$ cat src/source/isa_pkg.sv
package isa_pkg;

    typedef logic [4:0] reg_idx_t;

    // register-register form, also used by the shift-immediate forms
    typedef struct packed {
        logic [16:0] opcode;
        reg_idx_t    rk;
        reg_idx_t    rj;
        reg_idx_t    rd;
    } fmt_3r_t;

    typedef struct packed {
        logic [9:0]  opcode;
        logic [11:0] imm;
        reg_idx_t    rj;
        reg_idx_t    rd;
    } fmt_2ri12_t;

    typedef struct packed {
        logic [6:0]  opcode;
        logic [19:0] imm;
        reg_idx_t    rd;
    } fmt_1ri20_t;

    typedef union packed {
        fmt_3r_t    r3;
        fmt_2ri12_t ri12;
        fmt_1ri20_t ri20;
    } inst_word_u;

    // inst[31:15]
    localparam logic [16:0] op3r_add  = 17'h00020;
    localparam logic [16:0] op3r_sub  = 17'h00022;
    localparam logic [16:0] op3r_slt  = 17'h00024;
    localparam logic [16:0] op3r_sltu = 17'h00025;
    localparam logic [16:0] op3r_nor  = 17'h00028;
    localparam logic [16:0] op3r_and  = 17'h00029;
    localparam logic [16:0] op3r_or   = 17'h0002a;
    localparam logic [16:0] op3r_xor  = 17'h0002b;
    localparam logic [16:0] op3r_sll  = 17'h0002e;
    localparam logic [16:0] op3r_srl  = 17'h0002f;
    localparam logic [16:0] op3r_sra  = 17'h00030;
    localparam logic [16:0] op3r_slli = 17'h00081;
    localparam logic [16:0] op3r_srli = 17'h00089;
    localparam logic [16:0] op3r_srai = 17'h00091;

    // inst[31:22]
    localparam logic [9:0] op12_slti  = 10'h008;
    localparam logic [9:0] op12_sltui = 10'h009;
    localparam logic [9:0] op12_addi  = 10'h00a;
    localparam logic [9:0] op12_andi  = 10'h00d;
    localparam logic [9:0] op12_ori   = 10'h00e;
    localparam logic [9:0] op12_xori  = 10'h00f;
    localparam logic [9:0] op12_ld_b  = 10'h0a0;
    localparam logic [9:0] op12_ld_h  = 10'h0a1;
    localparam logic [9:0] op12_ld_w  = 10'h0a2;
    localparam logic [9:0] op12_st_b  = 10'h0a4;
    localparam logic [9:0] op12_st_h  = 10'h0a5;
    localparam logic [9:0] op12_st_w  = 10'h0a6;
    localparam logic [9:0] op12_ld_bu = 10'h0a8;
    localparam logic [9:0] op12_ld_hu = 10'h0a9;

    // inst[31:25]
    localparam logic [6:0] op20_lu12i     = 7'h0a;
    localparam logic [6:0] op20_pcaddu12i = 7'h0e;

endpackage

$ cat src/source/pipe_pkg.sv
package pipe_pkg;

    localparam int alu_w = 12;

    typedef logic [alu_w-1:0] alu_op_t;
    typedef logic [3:0]       lane_t;
    typedef logic [31:0]      word_t;

    // one-hot alu_op bit positions
    localparam int alu_add  = 0;
    localparam int alu_sub  = 1;
    localparam int alu_slt  = 2;
    localparam int alu_sltu = 3;
    localparam int alu_and  = 4;
    localparam int alu_nor  = 5;
    localparam int alu_or   = 6;
    localparam int alu_xor  = 7;
    localparam int alu_sll  = 8;
    localparam int alu_srl  = 9;
    localparam int alu_sra  = 10;
    localparam int alu_lui  = 11;

    // load mode, bit 2 marks zero extension
    localparam lane_t ld_none = 4'b0000;
    localparam lane_t ld_w    = 4'b1111;
    localparam lane_t ld_b    = 4'b0001;
    localparam lane_t ld_bu   = 4'b0101;
    localparam lane_t ld_h    = 4'b0011;
    localparam lane_t ld_hu   = 4'b0111;

    // store byte enables before alignment
    localparam lane_t st_w = 4'b1111;
    localparam lane_t st_h = 4'b0011;
    localparam lane_t st_b = 4'b0001;

endpackage

$ cat src/source/operand_sel_if.sv
`timescale 1ns/1ns

interface operand_sel_if;

    isa_pkg::reg_idx_t src1_idx;
    isa_pkg::reg_idx_t src2_idx;
    logic              src1_is_pc;
    logic              src2_is_imm;
    // already extended
    pipe_pkg::word_t   imm;

    modport dec (
        output src1_idx, src2_idx, src1_is_pc, src2_is_imm, imm
    );

    modport rd (
        input src1_idx, src2_idx, src1_is_pc, src2_is_imm, imm
    );

endinterface

$ cat src/source/decode_latch.sv
`timescale 1ns/1ns

module decode_latch (
    input  logic                clk,
    input  logic                rstn,
    input  logic                in_valid,
    input  logic                flush,
    input  logic                out_ready,
    input  logic                load_stall,
    input  isa_pkg::inst_word_u in_inst,
    input  pipe_pkg::word_t     in_pc,
    output logic                in_ready,
    output logic                stage_valid,
    output isa_pkg::inst_word_u inst,
    output pipe_pkg::word_t     pc
);

    logic ready_go;

    assign ready_go = stage_valid & ~load_stall;
    assign in_ready = ~stage_valid | (ready_go & out_ready);

    always_ff @(posedge clk) begin
        if (!rstn) begin
            stage_valid <= 1'b0;
        end else if (flush) begin
            stage_valid <= 1'b0;
        end else if (in_ready) begin
            // bubble when nothing is offered
            stage_valid <= in_valid;
        end
    end

    always_ff @(posedge clk) begin
        if (in_valid && in_ready) begin
            inst <= in_inst;
            pc   <= in_pc;
        end
    end

endmodule

$ cat src/source/decode_stage.sv
`timescale 1ns/1ns

module decode_stage (
    input  logic                clk,
    input  logic                rstn,
    input  logic                in_valid,
    input  logic                flush,
    input  logic                out_ready,
    input  logic                e_is_load,
    input  logic                wb_we,
    input  isa_pkg::inst_word_u in_inst,
    input  pipe_pkg::word_t     in_pc,
    input  pipe_pkg::word_t     e_wdata,
    input  pipe_pkg::word_t     m_wdata,
    input  pipe_pkg::word_t     wb_data,
    input  isa_pkg::reg_idx_t   e_dest,
    input  isa_pkg::reg_idx_t   m_dest,
    input  isa_pkg::reg_idx_t   wb_addr,
    output logic                in_ready,
    output logic                out_valid,
    output pipe_pkg::word_t     out_pc,
    output pipe_pkg::alu_op_t   alu_op,
    output pipe_pkg::word_t     alu_src1,
    output pipe_pkg::word_t     alu_src2,
    output pipe_pkg::word_t     store_data,
    output logic                gr_we,
    output pipe_pkg::lane_t     mem_we,
    output pipe_pkg::lane_t     load_mode,
    output isa_pkg::reg_idx_t   dest,
    output logic                illegal
);

    isa_pkg::inst_word_u inst;
    logic                stage_valid;
    logic                load_stall;

    operand_sel_if sel_if ();

    decode_latch u_latch (
        .clk        (clk),
        .rstn       (rstn),
        .in_valid   (in_valid),
        .flush      (flush),
        .out_ready  (out_ready),
        .load_stall (load_stall),
        .in_inst    (in_inst),
        .in_pc      (in_pc),
        .in_ready   (in_ready),
        .stage_valid(stage_valid),
        .inst       (inst),
        .pc         (out_pc)
    );

    inst_decoder u_dec (
        .inst     (inst),
        .sel      (sel_if.dec),
        .alu_op   (alu_op),
        .gr_we    (gr_we),
        .mem_we   (mem_we),
        .load_mode(load_mode),
        .dest     (dest),
        .illegal  (illegal)
    );

    operand_read u_opr (
        .clk       (clk),
        .sel       (sel_if.rd),
        .pc        (out_pc),
        .e_dest    (e_dest),
        .m_dest    (m_dest),
        .wb_addr   (wb_addr),
        .e_wdata   (e_wdata),
        .m_wdata   (m_wdata),
        .wb_data   (wb_data),
        .e_is_load (e_is_load),
        .wb_we     (wb_we),
        .alu_src1  (alu_src1),
        .alu_src2  (alu_src2),
        .store_data(store_data),
        .load_stall(load_stall)
    );

    assign out_valid = stage_valid & ~load_stall;

endmodule

$ cat src/source/inst_decoder.sv
`timescale 1ns/1ns

module inst_decoder (
    input  isa_pkg::inst_word_u inst,
    operand_sel_if.dec          sel,
    output pipe_pkg::alu_op_t   alu_op,
    output logic                gr_we,
    output pipe_pkg::lane_t     mem_we,
    output pipe_pkg::lane_t     load_mode,
    output isa_pkg::reg_idx_t   dest,
    output logic                illegal
);

    logic i_add, i_sub, i_slt, i_sltu, i_nor, i_and, i_or, i_xor;
    logic i_sll, i_srl, i_sra, i_slli, i_srli, i_srai;
    logic i_slti, i_sltui, i_addi, i_andi, i_ori, i_xori;
    logic i_lu12i, i_pcadd;
    logic i_ld_b, i_ld_h, i_ld_w, i_ld_bu, i_ld_hu, i_st_b, i_st_h, i_st_w;
    logic is_load, is_store, need_ui12, need_i20;

    // 3R view
    assign i_add  = inst.r3.opcode == isa_pkg::op3r_add;
    assign i_sub  = inst.r3.opcode == isa_pkg::op3r_sub;
    assign i_slt  = inst.r3.opcode == isa_pkg::op3r_slt;
    assign i_sltu = inst.r3.opcode == isa_pkg::op3r_sltu;
    assign i_nor  = inst.r3.opcode == isa_pkg::op3r_nor;
    assign i_and  = inst.r3.opcode == isa_pkg::op3r_and;
    assign i_or   = inst.r3.opcode == isa_pkg::op3r_or;
    assign i_xor  = inst.r3.opcode == isa_pkg::op3r_xor;
    assign i_sll  = inst.r3.opcode == isa_pkg::op3r_sll;
    assign i_srl  = inst.r3.opcode == isa_pkg::op3r_srl;
    assign i_sra  = inst.r3.opcode == isa_pkg::op3r_sra;
    assign i_slli = inst.r3.opcode == isa_pkg::op3r_slli;
    assign i_srli = inst.r3.opcode == isa_pkg::op3r_srli;
    assign i_srai = inst.r3.opcode == isa_pkg::op3r_srai;

    // 2RI12 view
    assign i_slti  = inst.ri12.opcode == isa_pkg::op12_slti;
    assign i_sltui = inst.ri12.opcode == isa_pkg::op12_sltui;
    assign i_addi  = inst.ri12.opcode == isa_pkg::op12_addi;
    assign i_andi  = inst.ri12.opcode == isa_pkg::op12_andi;
    assign i_ori   = inst.ri12.opcode == isa_pkg::op12_ori;
    assign i_xori  = inst.ri12.opcode == isa_pkg::op12_xori;
    assign i_ld_b  = inst.ri12.opcode == isa_pkg::op12_ld_b;
    assign i_ld_h  = inst.ri12.opcode == isa_pkg::op12_ld_h;
    assign i_ld_w  = inst.ri12.opcode == isa_pkg::op12_ld_w;
    assign i_ld_bu = inst.ri12.opcode == isa_pkg::op12_ld_bu;
    assign i_ld_hu = inst.ri12.opcode == isa_pkg::op12_ld_hu;
    assign i_st_b  = inst.ri12.opcode == isa_pkg::op12_st_b;
    assign i_st_h  = inst.ri12.opcode == isa_pkg::op12_st_h;
    assign i_st_w  = inst.ri12.opcode == isa_pkg::op12_st_w;

    // 1RI20 view
    assign i_lu12i = inst.ri20.opcode == isa_pkg::op20_lu12i;
    assign i_pcadd = inst.ri20.opcode == isa_pkg::op20_pcaddu12i;

    assign is_load   = i_ld_b | i_ld_h | i_ld_w | i_ld_bu | i_ld_hu;
    assign is_store  = i_st_b | i_st_h | i_st_w;
    assign need_ui12 = i_andi | i_ori | i_xori;
    assign need_i20  = i_lu12i | i_pcadd;

    always_comb begin
        alu_op = '0;
        alu_op[pipe_pkg::alu_add]  = i_add | i_addi | is_load | is_store | i_pcadd;
        alu_op[pipe_pkg::alu_sub]  = i_sub;
        alu_op[pipe_pkg::alu_slt]  = i_slt | i_slti;
        alu_op[pipe_pkg::alu_sltu] = i_sltu | i_sltui;
        alu_op[pipe_pkg::alu_and]  = i_and | i_andi;
        alu_op[pipe_pkg::alu_nor]  = i_nor;
        alu_op[pipe_pkg::alu_or]   = i_or | i_ori;
        alu_op[pipe_pkg::alu_xor]  = i_xor | i_xori;
        alu_op[pipe_pkg::alu_sll]  = i_sll | i_slli;
        alu_op[pipe_pkg::alu_srl]  = i_srl | i_srli;
        alu_op[pipe_pkg::alu_sra]  = i_sra | i_srai;
        alu_op[pipe_pkg::alu_lui]  = i_lu12i;
    end

    // ui5 of the shift forms sits in the low bits of the si12 path
    always_comb begin
        if (need_i20) begin
            sel.imm = {inst.ri20.imm, 12'b0};
        end else if (need_ui12) begin
            sel.imm = {20'b0, inst.ri12.imm};
        end else begin
            sel.imm = {{20{inst.ri12.imm[11]}}, inst.ri12.imm};
        end
    end

    assign sel.src1_idx    = inst.r3.rj;
    assign sel.src2_idx    = is_store ? inst.r3.rd : inst.r3.rk;
    assign sel.src1_is_pc  = i_pcadd;
    assign sel.src2_is_imm = i_slli | i_srli | i_srai | i_slti | i_sltui | i_addi |
                             need_ui12 | need_i20 | is_load | is_store;

    assign illegal = ~|{i_add, i_sub, i_slt, i_sltu, i_nor, i_and, i_or, i_xor,
                        i_sll, i_srl, i_sra, i_slli, i_srli, i_srai,
                        i_slti, i_sltui, i_addi, i_andi, i_ori, i_xori,
                        need_i20, is_load, is_store};

    assign gr_we = ~is_store & ~illegal;
    assign dest  = inst.r3.rd;

    assign mem_we = i_st_w ? pipe_pkg::st_w :
                    i_st_h ? pipe_pkg::st_h :
                    i_st_b ? pipe_pkg::st_b : 4'b0000;

    assign load_mode = i_ld_w  ? pipe_pkg::ld_w  :
                       i_ld_b  ? pipe_pkg::ld_b  :
                       i_ld_bu ? pipe_pkg::ld_bu :
                       i_ld_h  ? pipe_pkg::ld_h  :
                       i_ld_hu ? pipe_pkg::ld_hu : pipe_pkg::ld_none;

endmodule

$ cat src/source/operand_read.sv
`timescale 1ns/1ns

module operand_read (
    input  logic              clk,
    operand_sel_if.rd         sel,
    input  pipe_pkg::word_t   pc,
    input  isa_pkg::reg_idx_t e_dest,
    input  isa_pkg::reg_idx_t m_dest,
    input  isa_pkg::reg_idx_t wb_addr,
    input  pipe_pkg::word_t   e_wdata,
    input  pipe_pkg::word_t   m_wdata,
    input  pipe_pkg::word_t   wb_data,
    input  logic              e_is_load,
    input  logic              wb_we,
    output pipe_pkg::word_t   alu_src1,
    output pipe_pkg::word_t   alu_src2,
    output pipe_pkg::word_t   store_data,
    output logic              load_stall
);

    pipe_pkg::word_t rf [32];
    pipe_pkg::word_t src1_val;
    pipe_pkg::word_t src2_val;
    logic            hit1_e;
    logic            hit2_e;

    // r0 is never written
    always_ff @(posedge clk) begin
        if (wb_we && wb_addr != 5'd0) begin
            rf[wb_addr] <= wb_data;
        end
    end

    // priority E, M, W, then the array
    function automatic pipe_pkg::word_t bypass(input isa_pkg::reg_idx_t idx);
        pipe_pkg::word_t val;
        if (idx == 5'd0) begin
            val = '0;
        end else if (idx == e_dest) begin
            val = e_wdata;
        end else if (idx == m_dest) begin
            val = m_wdata;
        end else if (wb_we && idx == wb_addr) begin
            val = wb_data;
        end else begin
            val = rf[idx];
        end
        return val;
    endfunction

    always_comb begin
        src1_val = bypass(sel.src1_idx);
        src2_val = bypass(sel.src2_idx);
    end

    assign hit1_e = sel.src1_idx != 5'd0 && sel.src1_idx == e_dest;
    assign hit2_e = sel.src2_idx != 5'd0 && sel.src2_idx == e_dest;

    // load data is not ready until M
    assign load_stall = e_is_load & (hit1_e | hit2_e);

    assign alu_src1   = sel.src1_is_pc ? pc : src1_val;
    assign alu_src2   = sel.src2_is_imm ? sel.imm : src2_val;
    assign store_data = src2_val;

endmodule

$ cat config.mk
export PLATFORM = sky130hd
export DESIGN_NAME = decode_stage
export DESIGN_NICKNAME = d
export VERILOG_FILES = /design/src/source/isa_pkg.sv /design/src/source/pipe_pkg.sv /design/src/source/operand_sel_if.sv /design/src/source/decode_latch.sv /design/src/source/decode_stage.sv /design/src/source/inst_decoder.sv /design/src/source/operand_read.sv
export SDC_FILE = /design/constraint.sdc
export NUM_CORES = 2
export LEC_CHECK = 0
export BUFFER_PORTS_ARGS = -buffer_cell sky130_fd_sc_hd__buf_2
export CAP_MARGIN = 10
export CORE_AREA = 2 2 339 592
export CTS_CLUSTER_DIAMETER = 40
export DETAILED_ROUTE_END_ITERATION = 8
export DIE_AREA = 0 0 341 594
export PLACE_DENSITY = 0.48
export SKIP_CTS_REPAIR_TIMING = 1
export SYNTH_ARGS = -nofsm -noshare
export SYNTH_HDL_FRONTEND = slang
export SYNTH_SLANG_ARGS = --single-unit
$ cat constraint.sdc
create_clock -name clk -period 4.8 [get_ports clk]
set_input_delay 0.48 -clock clk [delete_from_list [all_inputs] [get_ports clk]]
set_output_delay 0.48 -clock clk [all_outputs]
set_load 0.05 [all_outputs]
# After elaboration in Yosys (flattened, before gate mapping)
# Memory sizes are Yosys's and may differ from the RTL's. A register that Yosys moved wholly into a read port is not among the register bits.
# Cells that the tools add are included.
dict set report op_classes {
  n_addsub 0
  n_mul 0
  div 0
  order_cmp 0
  eq_ne 36
  shifts 0
  n_mux 24
  bitwise_logic 40
  n_reduce_logical 14
}
# operator count
set op_table {}
lappend op_table {{$mux 32} 12}
lappend op_table {{$eq 17x6->1 const B} 11}
lappend op_table {{$eq 10x8->1 const B} 8}
lappend op_table {{$eq 10x4->1 const B} 6}
lappend op_table {{$eq 17x8->1 const B} 3}
lappend op_table {{$or 1x1->1} 32}
lappend op_table {{$eq 5x5->1} 6}
lappend op_table {{$mux 4} 6}
lappend op_table {{$reduce_or 23->1} 1}
lappend op_table {{$reduce_bool 5->1} 3}
lappend op_table {{$eq 7x4->1 const B} 2}
lappend op_table {{$logic_not 5->1} 2}
lappend op_table {{$mux 5} 2}
lappend op_table {{$logic_and 1x1->1} 6}
lappend op_table {{$and 1x1->1} 4}
lappend op_table {{$not 1->1} 4}
lappend op_table {{$mux 1} 3}
lappend op_table {{$mux 3} 1}
lappend op_table {{$reduce_or 2->1} 1}
lappend op_table {{$logic_not 1->1} 1}
dict set report word_totals {
  register_bits 65
  latchBits 0
  ramBits 1024
  mem_bits_ro 0
  inputBits 182
  output_inout_bits 157
  wordCells 118
  n_memories 1
}
# name depth width rd rd_clocked_by_memory_dff write_ports line_no
set memory_table {}
lappend memory_table {u_opr.rf 32 32 2 1 1 operand_read.sv:21} ;# pipe_pkg::word_t rf [32];

# Logic depth before layout (Yosys ltp)
dict set report depth {
  ltp_word 14
  depth_mapped 15
  depth_no_buf 9
}

# By module
# Synthesis repeated with hierarchy kept, for this count alone.
dict set report unflattened {
  hier_cells 3066
  hier_area_um2 52709.3
}
# module instances cells_each area_each_um2 seq_area_each_um2
set by_module_without_submodules {}
lappend by_module_without_submodules {operand_read 1 2845 49663.9 30749.5}
lappend by_module_without_submodules {decode_latch 1 72 1985.7 1941.9}
lappend by_module_without_submodules {inst_decoder 1 148 1046.0 0.0}
lappend by_module_without_submodules {decode_stage 1 1 13.8 0.0}

# Least setup slack after synthesis
# OpenSTA, ideal clock, no wires.
dict set report synth_timing {
  path_kind {reg-to-output}
  from {register u_latch.inst[27] (netlist bit)}
  to {output port gr_we}
  t_arrival_ps 5565
  required_time_ps 4320
  slack_ps -1245
  path_stages_with_launch 11
  n_path_buf 3
  path_cell_list {edfxtp_1 and4bb_2 clkbuf_1 buf_2 and3_1 nor2_1 o21ai_0 or3_1 clkbuf_1 a2111oi_0 nor2_1}
}
dict set report synth_via {
  elab_chain_cells 7
  elab_cells_between_ends 40
  cone_classes {eq/ne (30); bitwise (9); reduce/logical (1)}
}
# element line_no
set synth_lines {}
lappend synth_lines {{start: declaration} decode_latch.sv:14} ;# output isa_pkg::inst_word_u inst,
lappend synth_lines {{start signal: assignment} decode_latch.sv:36} ;# inst <= in_inst;
lappend synth_lines {{$eq 10x8->1, on equally long branches} {inst_decoder.sv:44, inst_decoder.sv:45}}
lappend synth_lines {{$or 1x1->1 (4 in a row)} inst_decoder.sv:57} ;# assign is_load = i_ld_b | i_ld_h | i_ld_w | i_ld_bu | i_ld_hu;
lappend synth_lines {{$reduce_or 23->1} inst_decoder.sv:95} ;# assign illegal = ~|{i_add, i_sub, i_slt, i_sltu, i_nor, i_and, i_or, i_xor,
lappend synth_lines {{$and 1x1->1 (*)} inst_decoder.sv:100} ;# assign gr_we = ~is_store & ~illegal;
lappend synth_lines {{end: declaration} decode_stage.sv:26} ;# output logic gr_we,
# Every way passes the cells marked *; elsewhere a longest branch is shown, timed or not.

# Worst setup path after layout
dict set report layout_timing {
  from {register u_latch.inst[31] (netlist bit)}
  to {output port alu_src2[16]}
}
dict set report layout_via {
  elab_chain_cells 11
  elab_cells_between_ends 51
  cone_classes {eq/ne (22); mux (8); bitwise (18); reduce/logical (2); memory (1)}
}
# element line_no
set layout_lines {}
lappend layout_lines {{branches (longest 10 deep; another with $mem_v2 32x32)} --}
lappend layout_lines {{$mux 32 (*)} operand_read.sv:63} ;# assign alu_src2 = sel.src2_is_imm ? sel.imm : src2_val;
lappend layout_lines {{end: declaration} decode_stage.sv:24} ;# output pipe_pkg::word_t alu_src2,
# Mark *: on every way between the ends.

==> results.py <==
metrics = {
    "floorplan": {
        "ios": 339,
        "core_area_sq_mm": 0.1976,
        "placementRows": 216,
        "die_w_um": 341,
        "fp.dieArea_sq_mm": 0.2026,
        "initial_utilization_pct": 29.85,
        "die_h_um": 594,
    },
    "timing": {
        "fin_ws_ns": -0.5267,
        "rsz0062_at_grt": "true",
        "maxSlewHeadroom_pct": 18.85,
        "hold_viol": 0,
        "tightest_slew_ns": 1.214,
        "fmaxAchievable_mhz": 187.7,
        "fin_skew_ns": 0.02919,
        "timing.hold.ws_ns": 0.1286,
        "setup_viol": 64,
        "fin_crit_sh_pct": 111.0,
        "drv_slew": 0,
        "fin_crit_ns": 5.327,
    },
    "logic_synthesis": {
        "ys_types": 79,
        "synth_area_leader_cell": "edfxtp_1",
        "synth_flop_cell": "edfxtp_1",
        "yosys_register_bits": 1094,
        "post_synth.cell_area_avg_sq_um": 13.28,
        "ys_async_sr_fraction_pct": 0,
        "synthTopCellsByArea": "edfxtp_1 55%, mux4_2 14%, a32oi_1 3.0%, nand3_1 2.7%, nand2b_1 2.6%",
        "yosys_warnings": 0,
        "syn_inst": 4440,
        "synth-edff-count": 1088,
        "syn-cell-area_sq_mm": 0.05897,
        "ys_seq_area_share_pct": 55.60,
        "synth_top_cell_area_share_pct": 55.40,
    },
    "power_and_ir_drop": {
        "p_leak_uw": 0.02457,
        "comb_power_share_pct": 21.2,
        "peakVddDrop_uv": 398.9,
        "clkPwrFrac_pct": 37.3,
        "power_switching_uw": 8054,
        "p_per_area_mw_per_mm2": 351.0,
        "internal_power_uw": 18030,
        "power.total_uw": 26090,
        "swShare_pct": 30.87,
        "p_seq_share_pct": 41.5,
    },
    "placement": {
        "postPlaceCellArea_sq_mm": 0.06677,
        "portBuffers": 338,
        "gp_congestion": 0.9379,
        "hpwl_um": 195800,
        "placed_cells": 7298,
    },
    "critical_path": {
        "start_kind": "flop",
        "critPathKind": "reg2out",
        "cp-startpoint": "u_latch.inst[31]$_DFFE_PP_",
        "required_ns": 4.32,
        "critPathArrivalTime_ns": 4.85,
        "worstPathMaxFanout": 41,
        "cp-end-kind": "primary output",
        "timing.rr.start": "u_latch.inst[31]$_DFFE_PP_",
    },
    "final_layout": {
        "syn_to_final_growth_pct": 26.05,
        "seqCellArea_sq_mm": 0.03281,
        "final_nets": 5179,
        "final_area_sq_mm": 0.07434,
        "post-route-util_pct": 37.63,
        "layout-drive-gt1-share_pct": 32.31,
        "final_common_cell": "edfxtp_1",
        "multi_input_area_sq_mm": 0.02544,
        "fillers": 18732,
        "fin_cells": 7737,
        "mostFrequentLayoutCells": "1,088 x edfxtp_1, 371 x mux4_2, 320 x buf_4",
    },
    "drt": {
        "drc_errors": 0,
        "viasPerCell": 6.415,
        "num_vias": 49633,
        "route.detailed.wl_per_inst_um": 40.01,
        "drt_first_pass_iters": 8,
        "wl_um": 309600,
        "drtAntennaViolNets": 0,
        "drtIter0Drc": 6710,
    },
    "outcome": {
        "outcome": "complete, but fails checks",
        "violations": "negative setup slack",
    },
    "clocking": {
        "h-tree-depth": 3,
        "ctsRootBufferMaster": "clkbuf_16",
        "clk_path_buf_depth": 3,
        "clock-sinks": 1094,
        "tritoncts": "done",
        "numCtsBuffers": 121,
        "clk_pin_slew_ns": 0.07,
        "clock_latency_ns": 0.80,
    },
    "grt": {
        "grt_overflow": 0,
        "grt_usage_pct": 28.67,
        "grt_first_pass_wirelength_um": 403600,
        "antenna_found_initial": 34,
        "grt_max_degree": 69,
        "grt_pass1_vias": 48239,
    },
    "hold_path": {
        "min_from": "wb_data[15]",
        "hold_path.class": "in2reg",
    },
    "run": {
        "maxCapViolations": 0,
    },
}
==> power groups by stage <==
| stage | sequential, uW | combinational [uW] | clock, uW |
|---|---|---|---|
| final | 10800 | 5520 | 9730 |
| after global routing | 10800 | 5600 | 10100 |
| after CTS | 10800 | 5010 | 9770 |
| after detailed placement | 11000 | 5000 | 0 |
| after global placement | 11000 | 4990 | 0 |
| after floorplan | 11000 | 2580 | 0 |
==> synth_stat cells (85+ instances only) <==
master        n
a211oi_1    110
nand2_1     300
o21ai_0     192
nand4_1      85
mux4_2      371
a32oi_1     201
edfxtp_1   1088
clkbuf_1    355
nor2_1      201
nand3_1     314
a2111oi_0   127
nand2b_1    241
==> routing by layer <==
metal	vias up	part of all wire (%)	global-route usage [%]	wire length, um
met3	1136	8.4	5.276	25900
met4	10	12	27.02	37380
met2	3409	48	48.17	148500
li1	19399	-	-	-
met1	25679	32	30.09	97720
met5	-	0.019	0	59
==> sequential cells by signal, indices dropped and copies added (netlist names), named ones only <==
name                 count
u_latch.inst            32
u_latch.pc              32
u_latch.stage_valid      1
u_opr.rf              1024
==> path summary, 6_finish.rpt <==
check                                            endpoint  slack, ns  cells past startpoint
worst max-delay path                         alu_src2[16]      -0.53                     17
worst min-delay path            u_opr.rf[8][15]$_DFFE_PP_       0.13                      1
worst max register to register   u_latch.pc[10]$_DFFE_PP_       0.30                     14
worst min register to register                       flop       0.71                      2
==> stage by stage <==
stage	TNS (ns)	setup slack [ns]
2_1_floorplan	0	0.3011
3_3_place_gp	-1.224	-0.5203
3_5_place_dp	-0.9256	-0.5089
4_1_cts	-32.48	-1.370
5_1_grt	-14.55	-0.4901
6_report	-12.79	-0.5267
==> critical path, cell delays in order (launching register included) <==
cell,delay (ns)
edfxtp_1,0.45
buf_4,0.18
nor4b_4,0.27
buf_6,0.17
buf_12,0.14
nand3_2,0.13
inv_2,0.14
o31ai_4,0.10
buf_4,0.22
buf_12,0.18
a32o_2,0.34
or4_1,0.50
nand4_1,0.26
nand3_2,0.15
buf_12,0.18
a31oi_1,0.20
buf_4,0.15
buf_12,0.12
==> final cells by class <==
class                   instances  area share, %
inverters                      10        0.05050
well taps                    2616          4.403
multi-input cells            2877          34.23
diodes                         26        0.08753
clock inverters                84          1.256
flip-flops and latches       1094          44.14
clock buffers                 137          4.183
repair buffers                893          11.65
==> logic make-up (layout without fill, tap and decap cells) <==
| group | count (synthesis) | count (layout) | share of synthesized area (%) |
|---|---|---|---|
| mux | 464 | 464 | 15.80 |
| other cells | 1 | 58 | 0.006359 |
| compound gates | 1055 | 1055 | 13.53 |
| xor+xnor | 17 | 17 | 0.2525 |
| flops | 1094 | 1094 | 55.60 |
| simple gates | 1308 | 1309 | 11.25 |
| buf+inv | 501 | 1124 | 3.564 |
No activity file was read; power rests on OpenSTA's default activity.
